**config.mk**
```make
export PLATFORM = sky130hd
export DESIGN_NAME = gpio_bridge_top
export DESIGN_NICKNAME = d
export VERILOG_FILES = /design/src/logic/gpio_pkg.sv /design/src/logic/apb_reg_port.sv /design/src/logic/gpio_bridge_top.sv /design/src/logic/gpio_input_sync.sv /design/src/logic/gpio_regs.sv
export SDC_FILE = /design/constraint.sdc
export NUM_CORES = 1
export LEC_CHECK = 0
export ABC_AREA = 1
export BUFFER_PORTS_ARGS = -buffer_cell sky130_fd_sc_hd__buf_2
export CAP_MARGIN = 10
export CELL_PAD_IN_SITES_DETAIL_PLACEMENT = 1
export CELL_PAD_IN_SITES_GLOBAL_PLACEMENT = 2
export CORE_ASPECT_RATIO = 0.5
export CORE_MARGIN = 2
export CORE_UTILIZATION = 35
export DETAILED_ROUTE_END_ITERATION = 12
export GPL_TIMING_DRIVEN = 0
export PLACE_DENSITY = 0.82
export SYNTH_ARGS = -nofsm -noshare
export SYNTH_HDL_FRONTEND = slang
export SYNTH_HIERARCHICAL = 1
export SYNTH_SLANG_ARGS = --single-unit
export TNS_END_PERCENT = 1
```
**constraint.sdc**
```tcl
create_clock -name pclk -period 2.44 [get_ports pclk]
set_input_delay 0.366 -clock pclk [delete_from_list [all_inputs] [get_ports pclk]]
set_output_delay 0.366 -clock pclk [all_outputs]
set_load 0.02 [all_outputs]
```
**src/logic/gpio_pkg.sv**
```systemverilog
// ~~~~~~~~~~~~~~~~~~~~~~~~~~~~~~~~~~~~~~~~~~~~~~~~~
// GPIO bridge package: widths, register index map
// and the APB slave state encoding.
// ~~~~~~~~~~~~~~~~~~~~~~~~~~~~~~~~~~~~~~~~~~~~~~~~~

package gpio_pkg;

  localparam int GPIO_W    = 16; // Pin count, one register word.
  localparam int APB_DW    = 32; // APB data bus width.
  localparam int REG_IDX_W = 3;  // Register index, taken from paddr[4:2].

  // Register map, word addressed.
  localparam logic [REG_IDX_W-1:0] REG_DATA_OUT   = 3'd0; // Read/write.
  localparam logic [REG_IDX_W-1:0] REG_DIRECTION  = 3'd1; // 1 makes the pin an output.
  localparam logic [REG_IDX_W-1:0] REG_DATA_IN    = 3'd2; // Read only.
  localparam logic [REG_IDX_W-1:0] REG_IRQ_ENABLE = 3'd3; // Read/write.
  localparam logic [REG_IDX_W-1:0] REG_IRQ_STATUS = 3'd4; // Write 1 to clear.
  // Indices 5 to 7 read zero and drop writes.

  // Slave FSM: setup, then one enable cycle.
  typedef enum logic [1:0] {
    APB_SETUP    = 2'd0, // Idle or setup phase.
    APB_W_ENABLE = 2'd1, // Access phase of a write.
    APB_R_ENABLE = 2'd2  // Access phase of a read.
  } apb_state_t;

endpackage

```
**src/logic/apb_reg_port.sv**
```systemverilog
// ~~~~~~~~~~~~~~~~~~~~~~~~~~~~~~~~~~~~~~~~~~~~~~~~~
// APB-Lite slave port: turns zero-wait transfers
// into register write strobes and read data.
// ~~~~~~~~~~~~~~~~~~~~~~~~~~~~~~~~~~~~~~~~~~~~~~~~~
`timescale 1ns/1ns

module apb_reg_port (
  input  logic                          pclk,
  input  logic                          rst,
  input  logic [31:0]                   paddr,
  input  logic                          psel,
  input  logic                          penable,
  input  logic                          pwrite,
  input  logic [gpio_pkg::APB_DW-1:0]   pwdata,
  input  logic [gpio_pkg::APB_DW-1:0]   rd_value,
  output logic                          pready,
  output logic [gpio_pkg::APB_DW-1:0]   prdata,
  output logic [gpio_pkg::REG_IDX_W-1:0] reg_index,
  output logic [gpio_pkg::REG_IDX_W-1:0] rd_index,
  output logic                          wr_strobe,
  output logic [gpio_pkg::APB_DW-1:0]   wr_data
);
  import gpio_pkg::*;

  apb_state_t state;   // Transfer phase.
  logic       setup;   // Setup cycle seen on the bus.

  assign setup  = psel && !penable;             // First cycle of a transfer.
  assign pready = 1'b1;                         // Never stalls.

  // Read index goes straight to the mux so data is ready at the setup edge.
  assign rd_index = paddr[REG_IDX_W+1:2];       // Word address.

  // Strobe only while the master still holds the write.
  assign wr_strobe = (state == APB_W_ENABLE) && psel && penable && pwrite;

  always_ff @(posedge pclk) begin
    if (rst) begin
      state  <= APB_SETUP;                      // Wait for a setup cycle.
      prdata <= '0;                             // Bus idles at zero.
    end else begin
      case (state)
        APB_SETUP: begin
          prdata <= '0;                         // Nothing driven between reads.
          if (setup) begin
            if (pwrite) begin
              state <= APB_W_ENABLE;            // Commit in the access phase.
            end else begin
              state  <= APB_R_ENABLE;
              prdata <= rd_value;               // Value before any write this cycle.
            end
          end
        end
        APB_W_ENABLE: begin
          state  <= APB_SETUP;                  // Zero wait, always one cycle.
          prdata <= '0;
        end
        APB_R_ENABLE: begin
          state  <= APB_SETUP;
          prdata <= '0;                         // Data held only for the access phase.
        end
        default: begin
          state  <= APB_SETUP;                  // Unused encoding.
          prdata <= '0;
        end
      endcase
    end
  end

  // Write target and data captured in setup.
  always_ff @(posedge pclk) begin
    if (setup && pwrite) begin
      reg_index <= paddr[REG_IDX_W+1:2];        // Word address of the write.
      wr_data   <= pwdata;
    end
  end

endmodule

```
**src/logic/gpio_bridge_top.sv**
```systemverilog
// ~~~~~~~~~~~~~~~~~~~~~~~~~~~~~~~~~~~~~~~~~~~~~~~~~
// GPIO bridge top: APB-Lite port, pin synchronizer
// and register file.
// ~~~~~~~~~~~~~~~~~~~~~~~~~~~~~~~~~~~~~~~~~~~~~~~~~
`timescale 1ns/1ns

module gpio_bridge_top (
  input  logic                        pclk,
  input  logic                        rst,
  input  logic [31:0]                 paddr,
  input  logic                        psel,
  input  logic                        penable,
  input  logic                        pwrite,
  input  logic [gpio_pkg::APB_DW-1:0] pwdata,
  output logic                        pready,
  output logic [gpio_pkg::APB_DW-1:0] prdata,
  input  logic [gpio_pkg::GPIO_W-1:0] gpio_in,
  output logic [gpio_pkg::GPIO_W-1:0] gpio_out,
  output logic [gpio_pkg::GPIO_W-1:0] gpio_oe,
  output logic                        irq
);
  import gpio_pkg::*;

  logic [REG_IDX_W-1:0] reg_index;  // Write target.
  logic [REG_IDX_W-1:0] rd_index;   // Read target, live from paddr.
  logic                 wr_strobe;
  logic [APB_DW-1:0]    wr_data;
  logic [APB_DW-1:0]    rd_value;
  logic [GPIO_W-1:0]    pin_sync;   // Pins after the synchronizer.
  logic [GPIO_W-1:0]    rise_pulse;

  apb_reg_port u_port (
    .pclk, .rst,
    .paddr, .psel, .penable, .pwrite, .pwdata,
    .rd_value,
    .pready, .prdata,
    .reg_index, .rd_index, .wr_strobe, .wr_data
  );

  gpio_input_sync u_sync (
    .pclk, .rst,
    .gpio_in,
    .pin_sync, .rise_pulse
  );

  gpio_regs u_regs (
    .pclk, .rst,
    .reg_index, .wr_strobe, .wr_data,
    .rd_index, .pin_sync, .rise_pulse,
    .rd_value,
    .gpio_out, .gpio_oe, .irq
  );

endmodule

```
**src/logic/gpio_input_sync.sv**
```systemverilog
// ~~~~~~~~~~~~~~~~~~~~~~~~~~~~~~~~~~~~~~~~~~~~~~~~~
// Input pin synchronizer with rising-edge pulses.
// ~~~~~~~~~~~~~~~~~~~~~~~~~~~~~~~~~~~~~~~~~~~~~~~~~
`timescale 1ns/1ns

module gpio_input_sync (
  input  logic                        pclk,
  input  logic                        rst,
  input  logic [gpio_pkg::GPIO_W-1:0] gpio_in,
  output logic [gpio_pkg::GPIO_W-1:0] pin_sync,
  output logic [gpio_pkg::GPIO_W-1:0] rise_pulse
);
  import gpio_pkg::*;

  logic [GPIO_W-1:0] meta;     // First stage, may go metastable.
  logic [GPIO_W-1:0] pin_prev; // Synced value one cycle ago.

  always_ff @(posedge pclk) begin
    if (rst) begin
      meta       <= '0;
      pin_sync   <= '0;
      pin_prev   <= '0;                      // Pin high at reset gives one pulse.
      rise_pulse <= '0;
    end else begin
      meta       <= gpio_in;                 // Async pins in.
      pin_sync   <= meta;                    // Stable two edges after a change.
      pin_prev   <= pin_sync;
      rise_pulse <= pin_sync & ~pin_prev;    // One cycle per 0 to 1 step.
    end
  end

  // pin_sync moves at edge two and rise_pulse follows at edge three,
  // so the status register sets at edge four.

endmodule

```
**src/logic/gpio_regs.sv**
```systemverilog
// ~~~~~~~~~~~~~~~~~~~~~~~~~~~~~~~~~~~~~~~~~~~~~~~~~
// GPIO register file: data out, direction, edge
// interrupt enable and status, read mux and irq.
// ~~~~~~~~~~~~~~~~~~~~~~~~~~~~~~~~~~~~~~~~~~~~~~~~~
`timescale 1ns/1ns

module gpio_regs (
  input  logic                           pclk,
  input  logic                           rst,
  input  logic [gpio_pkg::REG_IDX_W-1:0] reg_index,
  input  logic                           wr_strobe,
  input  logic [gpio_pkg::APB_DW-1:0]    wr_data,
  input  logic [gpio_pkg::REG_IDX_W-1:0] rd_index,
  input  logic [gpio_pkg::GPIO_W-1:0]    pin_sync,
  input  logic [gpio_pkg::GPIO_W-1:0]    rise_pulse,
  output logic [gpio_pkg::APB_DW-1:0]    rd_value,
  output logic [gpio_pkg::GPIO_W-1:0]    gpio_out,
  output logic [gpio_pkg::GPIO_W-1:0]    gpio_oe,
  output logic                           irq
);
  import gpio_pkg::*;

  logic [GPIO_W-1:0] data_out;    // Output latch.
  logic [GPIO_W-1:0] direction;   // 1 = output.
  logic [GPIO_W-1:0] irq_enable;  // Interrupt mask.
  logic [GPIO_W-1:0] irq_status;  // Sticky rising edges.
  logic [GPIO_W-1:0] wr_word;     // Bus data, pin wide.
  logic [GPIO_W-1:0] status_clr;  // Bits cleared by a status write.
  logic [GPIO_W-1:0] rd_word;     // Selected register.
  logic              we_data_out;
  logic              we_direction;
  logic              we_irq_enable;
  logic              we_irq_status;

  assign wr_word = wr_data[GPIO_W-1:0]; // Upper bus bits have no register.

  // Write decode. REG_DATA_IN and unmapped indices have no enable.
  assign we_data_out   = wr_strobe && (reg_index == REG_DATA_OUT);
  assign we_direction  = wr_strobe && (reg_index == REG_DIRECTION);
  assign we_irq_enable = wr_strobe && (reg_index == REG_IRQ_ENABLE);
  assign we_irq_status = wr_strobe && (reg_index == REG_IRQ_STATUS);

  assign status_clr = we_irq_status ? wr_word : '0; // Write 1 to clear.

  always_ff @(posedge pclk) begin
    if (rst) begin
      data_out   <= '0;
      direction  <= '0;                 // All pins inputs.
      irq_enable <= '0;
      irq_status <= '0;
    end else begin
      if (we_data_out) begin
        data_out <= wr_word;
      end
      if (we_direction) begin
        direction <= wr_word;
      end
      if (we_irq_enable) begin
        irq_enable <= wr_word;
      end
      // A new edge wins over a clear of the same bit.
      irq_status <= (irq_status & ~status_clr) | rise_pulse;
    end
  end

  // Read mux, unmapped indices give zero.
  always_comb begin
    case (rd_index)
      REG_DATA_OUT:   rd_word = data_out;
      REG_DIRECTION:  rd_word = direction;
      REG_DATA_IN:    rd_word = pin_sync;     // Synchronized pins.
      REG_IRQ_ENABLE: rd_word = irq_enable;
      REG_IRQ_STATUS: rd_word = irq_status;
      default:        rd_word = '0;
    endcase
  end

  assign rd_value = APB_DW'(rd_word);         // Bits above the pins read zero.

  assign gpio_out = data_out;                 // Pins follow the registers.
  assign gpio_oe  = direction;

  // Level interrupt, high while any enabled edge is pending.
  assign irq = |(irq_status & irq_enable);

endmodule

```
======== Word level (Yosys, flattened, before mapping) ========
Cells that the tools add are included.
word-level totals
  flip-flop bits (word level) ............. 181
  output and inout bits ................... 66
  word-level logic and storage cells ...... 49
cells by class
  eq/ne operators ......................... 8
  muxes and demuxes ....................... 3
  bitwise gates (word level) .............. 8
  reductions and logical operators ........ 17
operator list
  kind                  number
  $pmux W16 S5          1
  $and A16 B16 Y16      3
  $not A16 Y16          2
  $mux W16              1
  $or A16 B16 Y16       1
  $reduce_or A16 Y1     1
  $eq A3 B2 Y1 const B  3
  $logic_and A1 B1 Y1   9
  $eq A3 B1 Y1 const B  2
  $eq A3 B3 Y1 const B  2
  $logic_not A3 Y1      2
  $reduce_or A4 Y1      1
  $reduce_or A3 Y1      1
  $eq A2 B1 Y1 const B  1
  $logic_not A2 Y1      1
  $mux W2               1
  $not A1 Y1            2
  $reduce_or A2 Y1      1
  $logic_not A1 Y1      1

======== Depth between registers and ports, before layout ========
Gate-level depths: netlist of run 1.
  depth in word-level cells ............... 9
  mapped depth ............................ 10
  mapped depth without buffers ............ 8

======== Modules after synthesis ========
Netlist of run 1, hierarchy kept.
by module, submodules not included
  module           times used  cells an instance  area each (µm²)  sequential area each (µm²)
  gpio_regs        1           603                3743.6           1281.2
  apb_reg_port     1           155                2200.9           1731.7
  gpio_input_sync  1           182                1806.7           1281.2

======== Worst setup path before layout of run 1 ========
No wires, ideal clock.
  kind .................................... input port to flip-flop
  start ................................... in psel
  end ..................................... reg u_port/reg_index[0] (netlist bit), enable pin
  setup time .............................. 0.390 ns
  data arrival time ....................... 1.309 ns
  setup slack ............................. 0.741 ns
  cell stages on the path ................. 4
  cell sequence ........................... inv_1 > nor2_2 > nand2_1 > inv_1
between the ends
  cells in the longest elaborated chain, start to end .. 2
RTL lines
  item                    RTL line               RTL
  start: declaration      gpio_bridge_top.sv:11  input logic psel,
  $logic_and A1 B1 Y1     apb_reg_port.sv:28     assign setup = psel && !penable;
  $logic_and A1 B1 Y1     apb_reg_port.sv:72     if (setup && pwrite) begin
  end signal: assignment  apb_reg_port.sv:73     reg_index <= paddr[REG_IDX_W+1:2];
  end: declaration        apb_reg_port.sv:18     output logic [gpio_pkg::REG_IDX_W-1:0] reg_index,
Every way passes these cells.
A chain may end at the register's enable or synchronous reset.

======== Worst setup path in the final report of run 1 ========
  start ................................... reg u_port.state[0]
  end ..................................... reg u_regs.irq_enable[4]
between the ends
  cells in the longest elaborated chain, start to end .. 5
RTL lines
  item                               RTL line               RTL
  start: declaration                 apb_reg_port.sv:25     apb_state_t state;
  start signal: assignment           apb_reg_port.sv:39     state <= APB_SETUP;
  start signal: assignment           apb_reg_port.sv:47     state <= APB_W_ENABLE;
  start signal: assignment           apb_reg_port.sv:49     state <= APB_R_ENABLE;
  $eq A2 B1 Y1                       apb_reg_port.sv:35     assign wr_strobe = (state == APB_W_ENABLE) && psel && penable && pwrite;
  $logic_and A1 B1 Y1 (3 in series)  apb_reg_port.sv:35
  named net wr_strobe                gpio_bridge_top.sv:26  logic wr_strobe;
  $logic_and A1 B1 Y1                gpio_regs.sv:40        assign we_irq_enable = wr_strobe && (reg_index == REG_IRQ_ENABLE);
  end signal: assignment             gpio_regs.sv:59        irq_enable <= wr_word;
  end: declaration                   gpio_regs.sv:25        logic [GPIO_W-1:0] irq_enable;
The timed path passes the listed nets, and every way through them passes these cells.

==> summary by stage, run 1 <==
Global routing
Entering global routing, the biggest net connects 20 pins. The number of global-route vias before repair is between 5,000 and 6,000. After global routing the overflow that remains totals 0. The initial antenna violation count was 0. The first global-routing pass estimated 34,350 µm of wire. For this run, the total global-route usage over all layers was measured as 21.02%.

Floorplanning
The initial standard-cell utilization of the core is between 30% and 40%. The floorplan step set the die height to approximately 110 µm. The width of the die is about 210 µm. The total die area is about 22,000 µm². The initialized floorplan defines 37 standard-cell rows. The floorplan step defined a core boundary enclosing 20,460 µm². The number of top-level pins is between 150 and 200.

Power
The leakage component of the power is about 0.0041 µW. The areal power density over the cells is 705.7 nW/µm². Across the VDD grid, the largest voltage drop is 0.4765 mV.

CTS
The clock reaches the later pin of the worst-skew pair after ~450 ps. Counting the buffers created by CTS gives 17. TritonCTS built the clock tree.

The buffer depth of the longest clock path is 2. The count of hold buffers inserted by post-cts repair is 0. The number of levels in the clock H-tree is 4. The post-CTS resize count is 0. After clock tree synthesis, the clock-pin slew on the worst setup and hold paths is 70 ps. The number of buffers inserted by post-CTS setup repair is 0. The root buffer cell chosen for the clock tree is sky130_fd_sc_hd__clkbuf_16.

The tree built by TritonCTS fans out to approximately 180 sinks.

Timing
The timing-limited maximum frequency is between 0.4 and 0.5 GHz. Counting I/O delays and the setup requirement, the final critical path takes approximately 2300 ps. The worst slew margin relative to its limit is 35.62%.

Setup repair after global routing left no endpoint under its margin. Setup violations remaining at the end of the flow were counted as 0. The count of pins over their slew limit is 0. The portion of the clock cycle consumed by the worst path in the final layout is 92.57%. Setup total negative slack on the finished layout was measured at 0 ps. Hold is met by between 80 and 90 ps. At the pin with the least slew margin, the transition time is slightly below 1000 ps. The number of hold-slack violations in the final timing report came to 0. Between clock sinks in the finished design, the worst skew comes to ~9.7 ps.

Critical path
The required time of the critical path is approximately 2800 ps. The total buffers and inverters traversed by the critical path is 2. In this design, the largest share of critical-path delay is due to simple AND/OR/NAND/NOR gates. The data arrival time of the critical path is about 2600 ps.

STA classifies the critical path endpoint as a flop. Along the worst path, the maximum fanout reaches 10. STA classifies the critical path startpoint as a flop. The category of the critical setup timing path is flop to flop.

On the critical path, the stage with the largest delay is an instance of sky130_fd_sc_hd__nor3_1. Walking the worst path, the cells encountered are nand3_1, nor3_1, inv_2, nor2_4, buf_1, nand4_1, nand2_1, nor2_1. The delay of the slowest cell on the worst path is around 700 ps.

Hold path
The worst hold path belongs to the class input pin to flop.

Layout
Measured on the finished design, the core utilization comes to 42.85%. Summing all non-filler instances in the final layout gives an area of 8767 µm². The net count reported at finish is 1,147. The number of inserted diodes is 0. The post-route netlist has ~23% of its cells at a drive strength greater than 1. The layout-stage area growth over the synthesis result is 20.58%.

The number of fill cells is between 2,000 and 3,000.

Route
The average vias per placed instance is 4.539. The number of routed nets with antenna violations is 0. The total detailed-routing wirelength is about 22,000 µm. The via count is ~6,100. After detailed routing, the average wire length per cell comes to around 17 µm. The first routing iteration left 333 violations. The number of iterations in the first detailed-routing pass is 5.

In the routed design, unresolved DRC markers number 0.

Flow run
The total of max-cap violations is 0.

Placed design
Detailed placement ended at an HPWL of 17,220 µm. The count of buffers from port buffering is 104. The placer congestion estimate is just under 0.9. Summing all placed instances gives a cell area of between 8000 and 9000 µm².

Run status
The flow ran to the end, and the final reports show no timing, DRC or antenna violations.

Synth
The synthesis warning total is 6. The netlist area before placement is 7271 µm². The average instance area after synthesis is roughly 8 µm².

In the synthesized netlist, the number of instances is between 900 and 1,000.
flip-flops by register name (all words and copies together) (netlist names):
| signal | cells |
|---|---|
| u_port/reg_index | 3 |
| u_sync/meta | 16 |
| u_port/prdata | 32 |
| u_regs/irq_enable | 16 |
| u_sync/rise_pulse | 16 |
| u_port/wr_data | 16 |
| u_regs/gpio_out | 16 |
| u_regs/gpio_oe | 16 |
| u_sync/pin_prev | 16 |
| u_sync/pin_sync | 16 |
| u_port/state | 2 |
| u_regs/irq_status | 16 |
metrics by stage:
| stage | setup slack [ps] | instances | total power (µW) |
|---|---|---|---|
| after global routing | 69.99 | 1348 | 6428 |
| after CTS | 260.4 | 1348 | 6253 |
| after global placement | 180.6 | 1316 | 3525 |
| after detailed placement | 129.8 | 1316 | 3535 |
| after floorplan | 980.5 | 939 | 3393 |
| final | 181.3 | 1348 | 6187 |
worst paths after layout:
path                            depth (start not counted)                from  slack [ps]                    to
worst min-delay path                                    1           pwdata[8]          90     u_port/wr_data[8]
worst max-delay path                                    8     u_port/state[0]         180  u_regs/irq_enable[4]
worst min register to register                          1  u_sync/pin_prev[3]         380  u_sync/rise_pulse[3]
worst max register to register                          8     u_port/state[0]         180  u_regs/irq_enable[4]
layer usage:
layer / share of wire, % / global-route usage (%)
met5: 0 / 0
met4: 1.1 / 6.180
met3: 6.2 / 4.697
met2: 42 / 30.49
met1: 51 / 31.04
cells in the final DEF, fill, tap and decap left out:
master,instances
sky130_fd_sc_hd__dfxtp_1,162
sky130_fd_sc_hd__clkinv_2,1
sky130_fd_sc_hd__nor2_1,118
sky130_fd_sc_hd__nor3_4,1
sky130_fd_sc_hd__clkinvlp_4,1
sky130_fd_sc_hd__nand4_1,60
sky130_fd_sc_hd__a21oi_1,32
sky130_fd_sc_hd__nor3_1,1
sky130_fd_sc_hd__nand2_1,155
sky130_fd_sc_hd__nor2_4,5
sky130_fd_sc_hd__buf_4,25
sky130_fd_sc_hd__buf_2,123
sky130_fd_sc_hd__clkbuf_8,3
sky130_fd_sc_hd__conb_1,17
sky130_fd_sc_hd__o21ai_0,8
sky130_fd_sc_hd__nand3_2,1
sky130_fd_sc_hd__inv_6,6
sky130_fd_sc_hd__buf_12,1
sky130_fd_sc_hd__nand2_2,11
sky130_fd_sc_hd__nand3_1,68
sky130_fd_sc_hd__clkinv_1,2
sky130_fd_sc_hd__edfxtp_1,19
sky130_fd_sc_hd__nor2_2,38
sky130_fd_sc_hd__clkbuf_1,14
sky130_fd_sc_hd__nand3_4,1
sky130_fd_sc_hd__inv_2,1
sky130_fd_sc_hd__clkbuf_16,18
sky130_fd_sc_hd__clkinv_4,4
sky130_fd_sc_hd__buf_1,3
sky130_fd_sc_hd__buf_6,6
sky130_fd_sc_hd__inv_1,170
report_power, final:
group	internal, µW	switching, µW
sequential	3080	57.5
clock	1460	1250
combinational	113	225
area by class of cell:
| cell class | instances | area, µm² | share of cell area [%] |
|---|---|---|---|
| Sequential cell | 181 | 3814 | 43.50 |
| Multi-Input combinational cell | 516 | 2416 | 27.56 |
| Inverter | 175 | 666.9 | 7.607 |
| Timing Repair Buffer | 104 | 520.5 | 5.937 |
| Clock buffer | 22 | 495.5 | 5.651 |
| Buffer | 67 | 430.4 | 4.909 |
| Tap cell | 273 | 341.6 | 3.896 |
| Clock inverter | 10 | 82.58 | 0.9419 |
No activity file was read; power rests on OpenSTA's default activity.
==> inputs of run 2 (changes only) <==
CORE_ASPECT_RATIO = default   (was 0.5)
CORE_UTILIZATION = 33   (was 35)
PLACE_DENSITY = 0.81   (was 0.82)
SYNTH_HIERARCHICAL = default   (was 1)
==> run 2 against run 1 <==
Against the previous run: utilization shrank 1.8 points; critical path depth shrank 3; register-to-register slack gained 520 ps; largest power group unchanged; area after synthesis shrank 14%; routed wire length shrank 13%; sequential share of layout area grew 2.1 points; maximum frequency grew 24%; clock skew shrank 3.1 ps.
==> summary by stage, run 2 <==
Run status
The run finished with clean final reports.

CTS
Once the clock tree was built, the setup fixing pass inserted 0 buffers. Counting along the longest clock path gives a buffer depth of 2. TritonCTS built the clock tree. The count of hold buffers inserted by post-cts repair is 0. The clock latency on the worst-skew pair is about 430 ps.

Clock-pin slew was measured on the worst setup and hold paths at roughly 60 ps. The clock sink count is ~170. The post-CTS resize count is 0. The H-tree generated during clock tree synthesis spans 4 levels.

Clock tree synthesis selected as its root buffer the cell sky130_fd_sc_hd__clkbuf_16. In this run, CTS created clock tree buffers numbering 17.

Synth
For this run, the leading register cell type out of synthesis is sky130_fd_sc_hd__dfxtp_1. In the post-synthesis netlist, the biggest area contributors are sky130_fd_sc_hd__dfxtp_1 47%, sky130_fd_sc_hd__edfxtp_1 9.1%, sky130_fd_sc_hd__nand3_1 8.4%, sky130_fd_sc_hd__nand2_1 7.0%, sky130_fd_sc_hd__nor2_1 5.2%. Of all flip-flops after synthesis, the portion carrying an async set or reset was 0%.

The synthesized design devotes to its leading area cell type around 47% of total area. Yosys mapped the design onto 21 distinct sky130hd cell types. For this run, the number of Yosys warnings is 0.

sky130_fd_sc_hd__dfxtp_1 is the most common cell in the netlist. The average instance area after synthesis is around 8.4 µm². Counting flops with a built-in enable in the synthesized netlist gives 19. The synthesized design contains ~170 register bits. In this run the cell area of the synthesized design comes to approximately 6300 µm².

The number of instances in the synthesized netlist is 750. Summing the sequential cell areas from Yosys gives 55.76% of the chip area. The commonest cells after synthesis are 146 x sky130_fd_sc_hd__dfxtp_1, 117 x sky130_fd_sc_hd__nand2_1, 105 x sky130_fd_sc_hd__nand3_1, 87 x sky130_fd_sc_hd__nor2_1, 69 x sky130_fd_sc_hd__inv_1. The cell type contributing the most total cell area after synthesis is sky130_fd_sc_hd__dfxtp_1.

Critical path
The worst setup path is launched from a flop. By startpoint and endpoint, the worst setup path is classified as flop to output port. Of all nets on the critical path, the largest fanout is 3. The largest individual stage delay along the critical path comes from the cell sky130_fd_sc_hd__dfxtp_1. The most prevalent standard cell on the critical path is sky130_fd_sc_hd__nand2_1. Walking the worst path, the cells encountered are nand2_1, nand4_1, nor2_1, nand2_1, buf_2. The timing startpoint of the critical path is u_regs.irq_enable[5].

The cell type group with the largest total delay on the critical path is simple AND/OR/NAND/NOR gates. In this design, the stage delay of the slowest critical-path cell is ~360 ps. The startpoint identified for the worst register-to-register timing path is u_port.reg_index[2]. STA puts the critical path data required time at around 2100 ps.

Counting both buffers and inverters, the worst setup path holds a total of 1. The endpoint type of the worst setup path is an output port. The data arrival time of the critical path is roughly 1500 ps.

Timing
The number of hold-slack violations in the final timing report is 0. Measured against its own limit, the worst slew margin works out to between 50% and 60%. Timing would allow up to between 0.5 and 0.6 GHz. The total negative setup slack is 0 ps. The clock period minus final worst setup slack is 1818 ps. Setup violations remaining at the end of the flow were counted as 0.

The portion of the clock cycle consumed by the worst path in the final layout is approximately 75%. The final setup skew is about 6.6 ps. The count of pins over their slew limit is 0. Setup repair after global routing left no endpoint under its margin.

For the pin with the worst max-slew slack, the measured transition is around 640 ps.

Layout
Summing all multi-input logic gate instances after layout gives 2168 µm². The commonest non-fill, non-tap cell in the layout is sky130_fd_sc_hd__dfxtp_1. The net count of the finished layout is 958.

The area occupied by registers is 3493 µm². In the layout the commonest cells are 146 x sky130_fd_sc_hd__dfxtp_1, 117 x sky130_fd_sc_hd__nand2_1, 105 x sky130_fd_sc_hd__nand3_1. The repair_antennas step left the layout with diodes totalling 0. Cells with a size suffix above 1 make up roughly a fifth of the layout. The number of fill cells is about 2,300. The final cell count without fillers is about 1,100.

The total non-filler cell area in the finished layout is between 7000 and 8000 µm². Relative to the synthesized area, the layout overhead comes to 22.19%.

Power
The switching part of the total power is 22.16%. The clock group share of total power is between 40% and 50%. The worst IR drop on VDD is approximately 0.42 mV.

The analysis attributes to net switching a power of 1286 µW. After layout, the design draws a total of 5803 µW. The sequential fraction of design power is between 40% and 50%. In this run the static leakage power is about 0.0032 µW. The areal power density over the cells is about 760 nW/µm². The internal power summed over all cells is around 4500 µW. The part of the power in combinational logic is under 10%.

Floorplanning
The die covers between 20,000 and 25,000 µm². The number of rows in the core area is 50. After floorplanning, the core was sized to cover roughly 19,000 µm². The height of the die is between 100 and 150 µm. The width of the die is about 140 µm.

For this design the top-level I/O count stands at ~150. Once the floorplan was initialized, standard cells occupied between 30% and 40% of the core.

Placed design
Counting tap cells, the placed design contains a total of between 1,000 and 1,500 instances. The congestion estimate from routability-driven global placement came to slightly above 0.9. The count of buffers from port buffering is 88. The wire-length estimate of the detail-placed layout is 14,820 µm.

The placement-stage cell area is ~7100 µm².

Route
The total detailed-routing wirelength is 19,270 µm. The detailed router put a total of ~9100 µm of wire on met1. The mean routed wirelength per cell is between 15 and 20 µm. Using the TritonRoute via totals, the vias-per-cell ratio works out to between 4 and 5.

The number of routed nets with antenna violations is 0. In the detailed route, the total length drawn on met3 is between 800 and 900 µm. The sum of met2 wire segment lengths after detailed routing is approximately 9000 µm. The via count is approximately 5,300. The detailed-route DRC error count is 0.

The number of iterations in the first detailed-routing pass is 5. The detailed router used layers up to and including met4. The initial detailed-routing violation count is roughly 290.

Hold path
The worst hold path belongs to the class input pin to flop. The hold path startpoint is pwdata[4].

Flow run
Max-cap violations in this run came to 0.

Global routing
The number of global-route vias before repair is 5,301. Summed over all layers, the global routing overflow is 0. Global routing used between 10% and 20% of the available tracks across all layers. The pin count of the biggest net entering global routing is 20. The initial antenna violation count came to 0. The first global-routing pass estimated ~30,000 µm of wire.
run 2: kinds of logic after synthesis:
kind of cell,count (synthesis),share of synthesized area (%)
buf+inv,138,10.57
compound gates,65,5.313
simple gates,380,28.24
other cells,2,0.1199
flops,165,55.76
run 2: area by class of cell:
class | instances | share of cell area (%)
sequential | 165 | 45.64
multi-input combinational | 462 | 28.33
clock buffer | 22 | 6.358
timing repair buffer | 89 | 5.950
buffer | 63 | 4.969
tap | 234 | 3.825
inverter | 75 | 3.678
clock inverter | 7 | 1.259
run 2: path summary, 6_finish.rpt:
path	end	slack [ps]	cells past startpoint
hold / removal	u_port.wr_data[4]	110	1
setup / recovery	irq	620	5
hold reg to reg	u_sync.rise_pulse[8]	390	1
setup reg to reg	u_regs.gpio_oe[0]	700	5
run 2: power by group through the flow:
| stage | combinational (µW) | sequential, µW | clock (µW) |
|---|---|---|---|
| 3_3_place_gp | 290 | 2920 | 0 |
| 5_1_grt | 330 | 2860 | 2810 |
| 3_5_place_dp | 296 | 2920 | 0 |
| 2_1_floorplan | 195 | 2900 | 0 |
| 6_report | 296 | 2860 | 2650 |
| 4_1_cts | 297 | 2860 | 2720 |
run 2: metrics by stage:
stage	worst slack (ps)	utilization, %	hold WS, ps
6_report	622.0	41.06	108.6
5_1_grt	588.5	41.06	98.26
3_5_place_dp	540.0	37.93	382.7
4_1_cts	589.3	41.06	94.46
2_1_floorplan	767.0	-	372.8
3_3_place_gp	224.8	37.84	377.6
run 2: routing by layer:
metal  vias to the layer above  track usage (%)
li1                       2662                -
met1                      2471            26.83
met2                       141            33.04
met3                        19            2.936
met4                         0            6.474
met5                         -                0
==> inputs of run 3 (changes only) <==
CORE_UTILIZATION = 31   (was 33)
PLACE_DENSITY = 0.77   (was 0.81)
clock period = 1.7 ns   (was 2.44 ns; I/O delays follow)
==> run 3 against run 2 <==
Against the previous run: the flow now finishes with violations (setup timing); sequential power increased by 43%; flip-flop and latch count unchanged; register-to-register slack got worse by 560 ps.
==> summary by stage, run 3 (synthesis gave the netlist of run 2 again) <==
Run status
The flow ran to the end, but the final reports show violations. The checks that failed: setup timing.

Critical path
STA puts the critical path data arrival time at between 1000 and 1500 ps. Of all nets on the critical path, the largest fanout is 3. The required time of the critical path is about 1400 ps. The kind of start point of the critical path is a flop. STA classifies the critical path endpoint as an output port.

The category of the critical setup timing path is flop to output port.

CTS
The CTS tree is done. Clock-pin slew was measured on the worst setup and hold paths at about 60 ps. The total clock buffers created by CTS is 17.

The clock drives 165 sinks. The clock latency on the worst-skew pair is between 400 and 500 ps. The master cell of the clock root buffer is sky130_fd_sc_hd__clkbuf_16. The buffer depth of the longest clock path is 2. The H-tree generated during clock tree synthesis spans 4 levels.

Power
Power comes to between 8000 and 9000 µW. The worst IR drop on VDD is approximately 0.52 mV. The leakage component of the power is about 0.0033 µW. In this run the power density over the cells is ~1100 nW/µm².

Floorplanning
The initial utilization of the core area, before any placement, comes to between 30% and 40%. In this run the count of I/O pins placed on the die edge is roughly 150. The total die area is roughly 21,000 µm².

The total area inside the core boundary comes to around 20,000 µm². In this run the horizontal extent of the chip is 146.2 µm. After floorplanning, the core was divided into 52 placement rows. The height of the die is roughly 150 µm.

Route
Across all layers, the routed design uses roughly 5,300 vias. The average vias per placed instance is between 4 and 5. The number of iterations in the first detailed-routing pass is 4. The detailed router finished its first iteration with 308 violations. The number of routed nets with antenna violations is 0. The mean routed wirelength per cell is 16.41 µm. For this block, the routed nets add up to slightly below 20,000 µm of wire. For this run, design rule violations remaining after detail routing come to 0.

Placed design
The setup slack after placement is -96.03 ps. The placer congestion estimate is about 0.87. The count of buffers from port buffering is between 80 and 90. The sum of net half-perimeters after detailed placement is ~15,000 µm.

Timing
The final setup skew is about 9.7 ps. At the pin with the least slew margin, the transition time is between 600 and 700 ps. The number of hold-slack violations in the final timing report was 0. The portion of the clock cycle consumed by the worst path in the final layout is 100.2%. The count of pins over their slew limit is 0. For the finished layout, the period the worst path requires is 1704 ps. Hold timing on the final database bottoms out at a slack of approximately 17 ps.

Across all setup checks in the final design, the least slack found is -3.895 ps. The worst slew margin relative to its limit is between 50% and 60%. Based on the critical path, the design can be clocked at up to a little under 0.6 GHz.

Setup repair after global routing could not meet its margin everywhere. The count of endpoints failing setup in the final report is 1.

Layout
The area occupied by registers is roughly 3500 µm². The post-route netlist has around a fifth of its cells at a drive strength greater than 1. The library cell used most frequently in the layout, excluding fill and tap cells, is sky130_fd_sc_hd__dfxtp_1.

The area occupied by multi-input gates is approximately 2200 µm². 0 antenna diodes ended up in the layout. The net count reported at finish is between 900 and 1,000. In the layout the commonest cells are 146 x sky130_fd_sc_hd__dfxtp_1, 117 x sky130_fd_sc_hd__nand2_1, 105 x sky130_fd_sc_hd__nand3_1. The number of fill cells is ~2,500. Relative to the synthesized area, the layout overhead comes to 26.40%.

Global routing
After global routing the overflow that remains totals 0. Entering global routing, the biggest net connects 18 pins. In the global route stage, overall resource usage came out at roughly 18%.

The number of global-route vias before repair is 5,355. The initial antenna violation count is 0. The first global-routing pass estimated between 30,000 and 40,000 µm of wire.

Hold path
In this run the worst hold path is classified as input pin to flop.

Flow run
The total of max-cap violations is 0.
run 3: cell types whose count changed in the layout (fill, tap and decap cells not counted):
| cell | delta |
|---|---|
| sky130_fd_sc_hd__dlygate4sd3_1 | +16 |
| sky130_fd_sc_hd__clkinv_2 | -1 |
| sky130_fd_sc_hd__clkinvlp_4 | +1 |
| sky130_fd_sc_hd__nand2_4 | +1 |
| sky130_fd_sc_hd__nand2_2 | -1 |
| sky130_fd_sc_hd__clkbuf_16 | +1 |
| sky130_fd_sc_hd__inv_6 | +2 |
| sky130_fd_sc_hd__buf_4 | +2 |
| sky130_fd_sc_hd__inv_4 | -1 |
run 3: cell type report:
type / count / share of cell area, %
buffer: 63 / 4.803
clock buffer: 23 / 6.462
clock inverter: 8 / 1.390
inverter: 75 / 3.555
multi-input combinational: 462 / 27.45
sequential: 165 / 44.11
tap: 270 / 4.266
timing repair buffer: 107 / 7.963
run 3: repair_timing:
item,4_1_cts,5_1_grt
endpoints found under the setup margin,10,21
gates resized for setup,0,1
buffers inserted,0,2
pin swaps,1,3
hold buffers,16,0
hold endpoints to repair,16,0
run 3: worst paths after layout:
check / start / to / slack [ps] / cells after the start
hold reg to reg: u_sync.pin_prev[1] / u_sync.rise_pulse[1] / 390 / 1
hold / removal: paddr[4] / u_port.reg_index[2] / 20 / 1
setup reg to reg: u_port.reg_index[2] / u_regs.irq_enable[11] / 140 / 5
setup / recovery: u_regs.irq_enable[5] / irq / -4 / 5
run 3: worst max-delay path, stage by stage, from the launching register on:
cell	delay (ps)
sky130_fd_sc_hd__dfxtp_1	340
sky130_fd_sc_hd__nand2_1	100
sky130_fd_sc_hd__nand4_1	130
sky130_fd_sc_hd__nor2_1	150
sky130_fd_sc_hd__nand2_1	120
sky130_fd_sc_hd__buf_2	180
run 3: through the flow:
stage	area (µm²)	utilization [%]	std cells	TNS [ps]
after global placement	7099	35.43	1123	-8542
after floorplan	6321	-	765	0
after CTS	7899	39.42	1171	0
after global routing	7919	39.52	1173	-40.41
final	7919	39.52	1173	-3.895
after detailed placement	7117	35.51	1124	-525.5
run 3: power by group:
| group | switching (µW) | total [µW] | internal [µW] | leakage [µW] |
|---|---|---|---|---|
| Sequential | 63.9 | 4100 | 4030 | 0.00136 |
| Clock | 1600 | 4040 | 2430 | 0.000296 |
| Combinational | 295 | 454 | 159 | 0.00163 |
| Total | 1960 | 8590 | 6630 | 0.00328 |
run 3: metal layers:
layer,global-route usage (%),share of wire [%],up-vias,wire (µm)
met3,2.688,3.8,11,741
met5,0,0,-,0
met4,5.825,1.0,0,197
met2,30.19,46,121,8908
li1,-,-,2704,-
met1,25.28,49,2472,9404
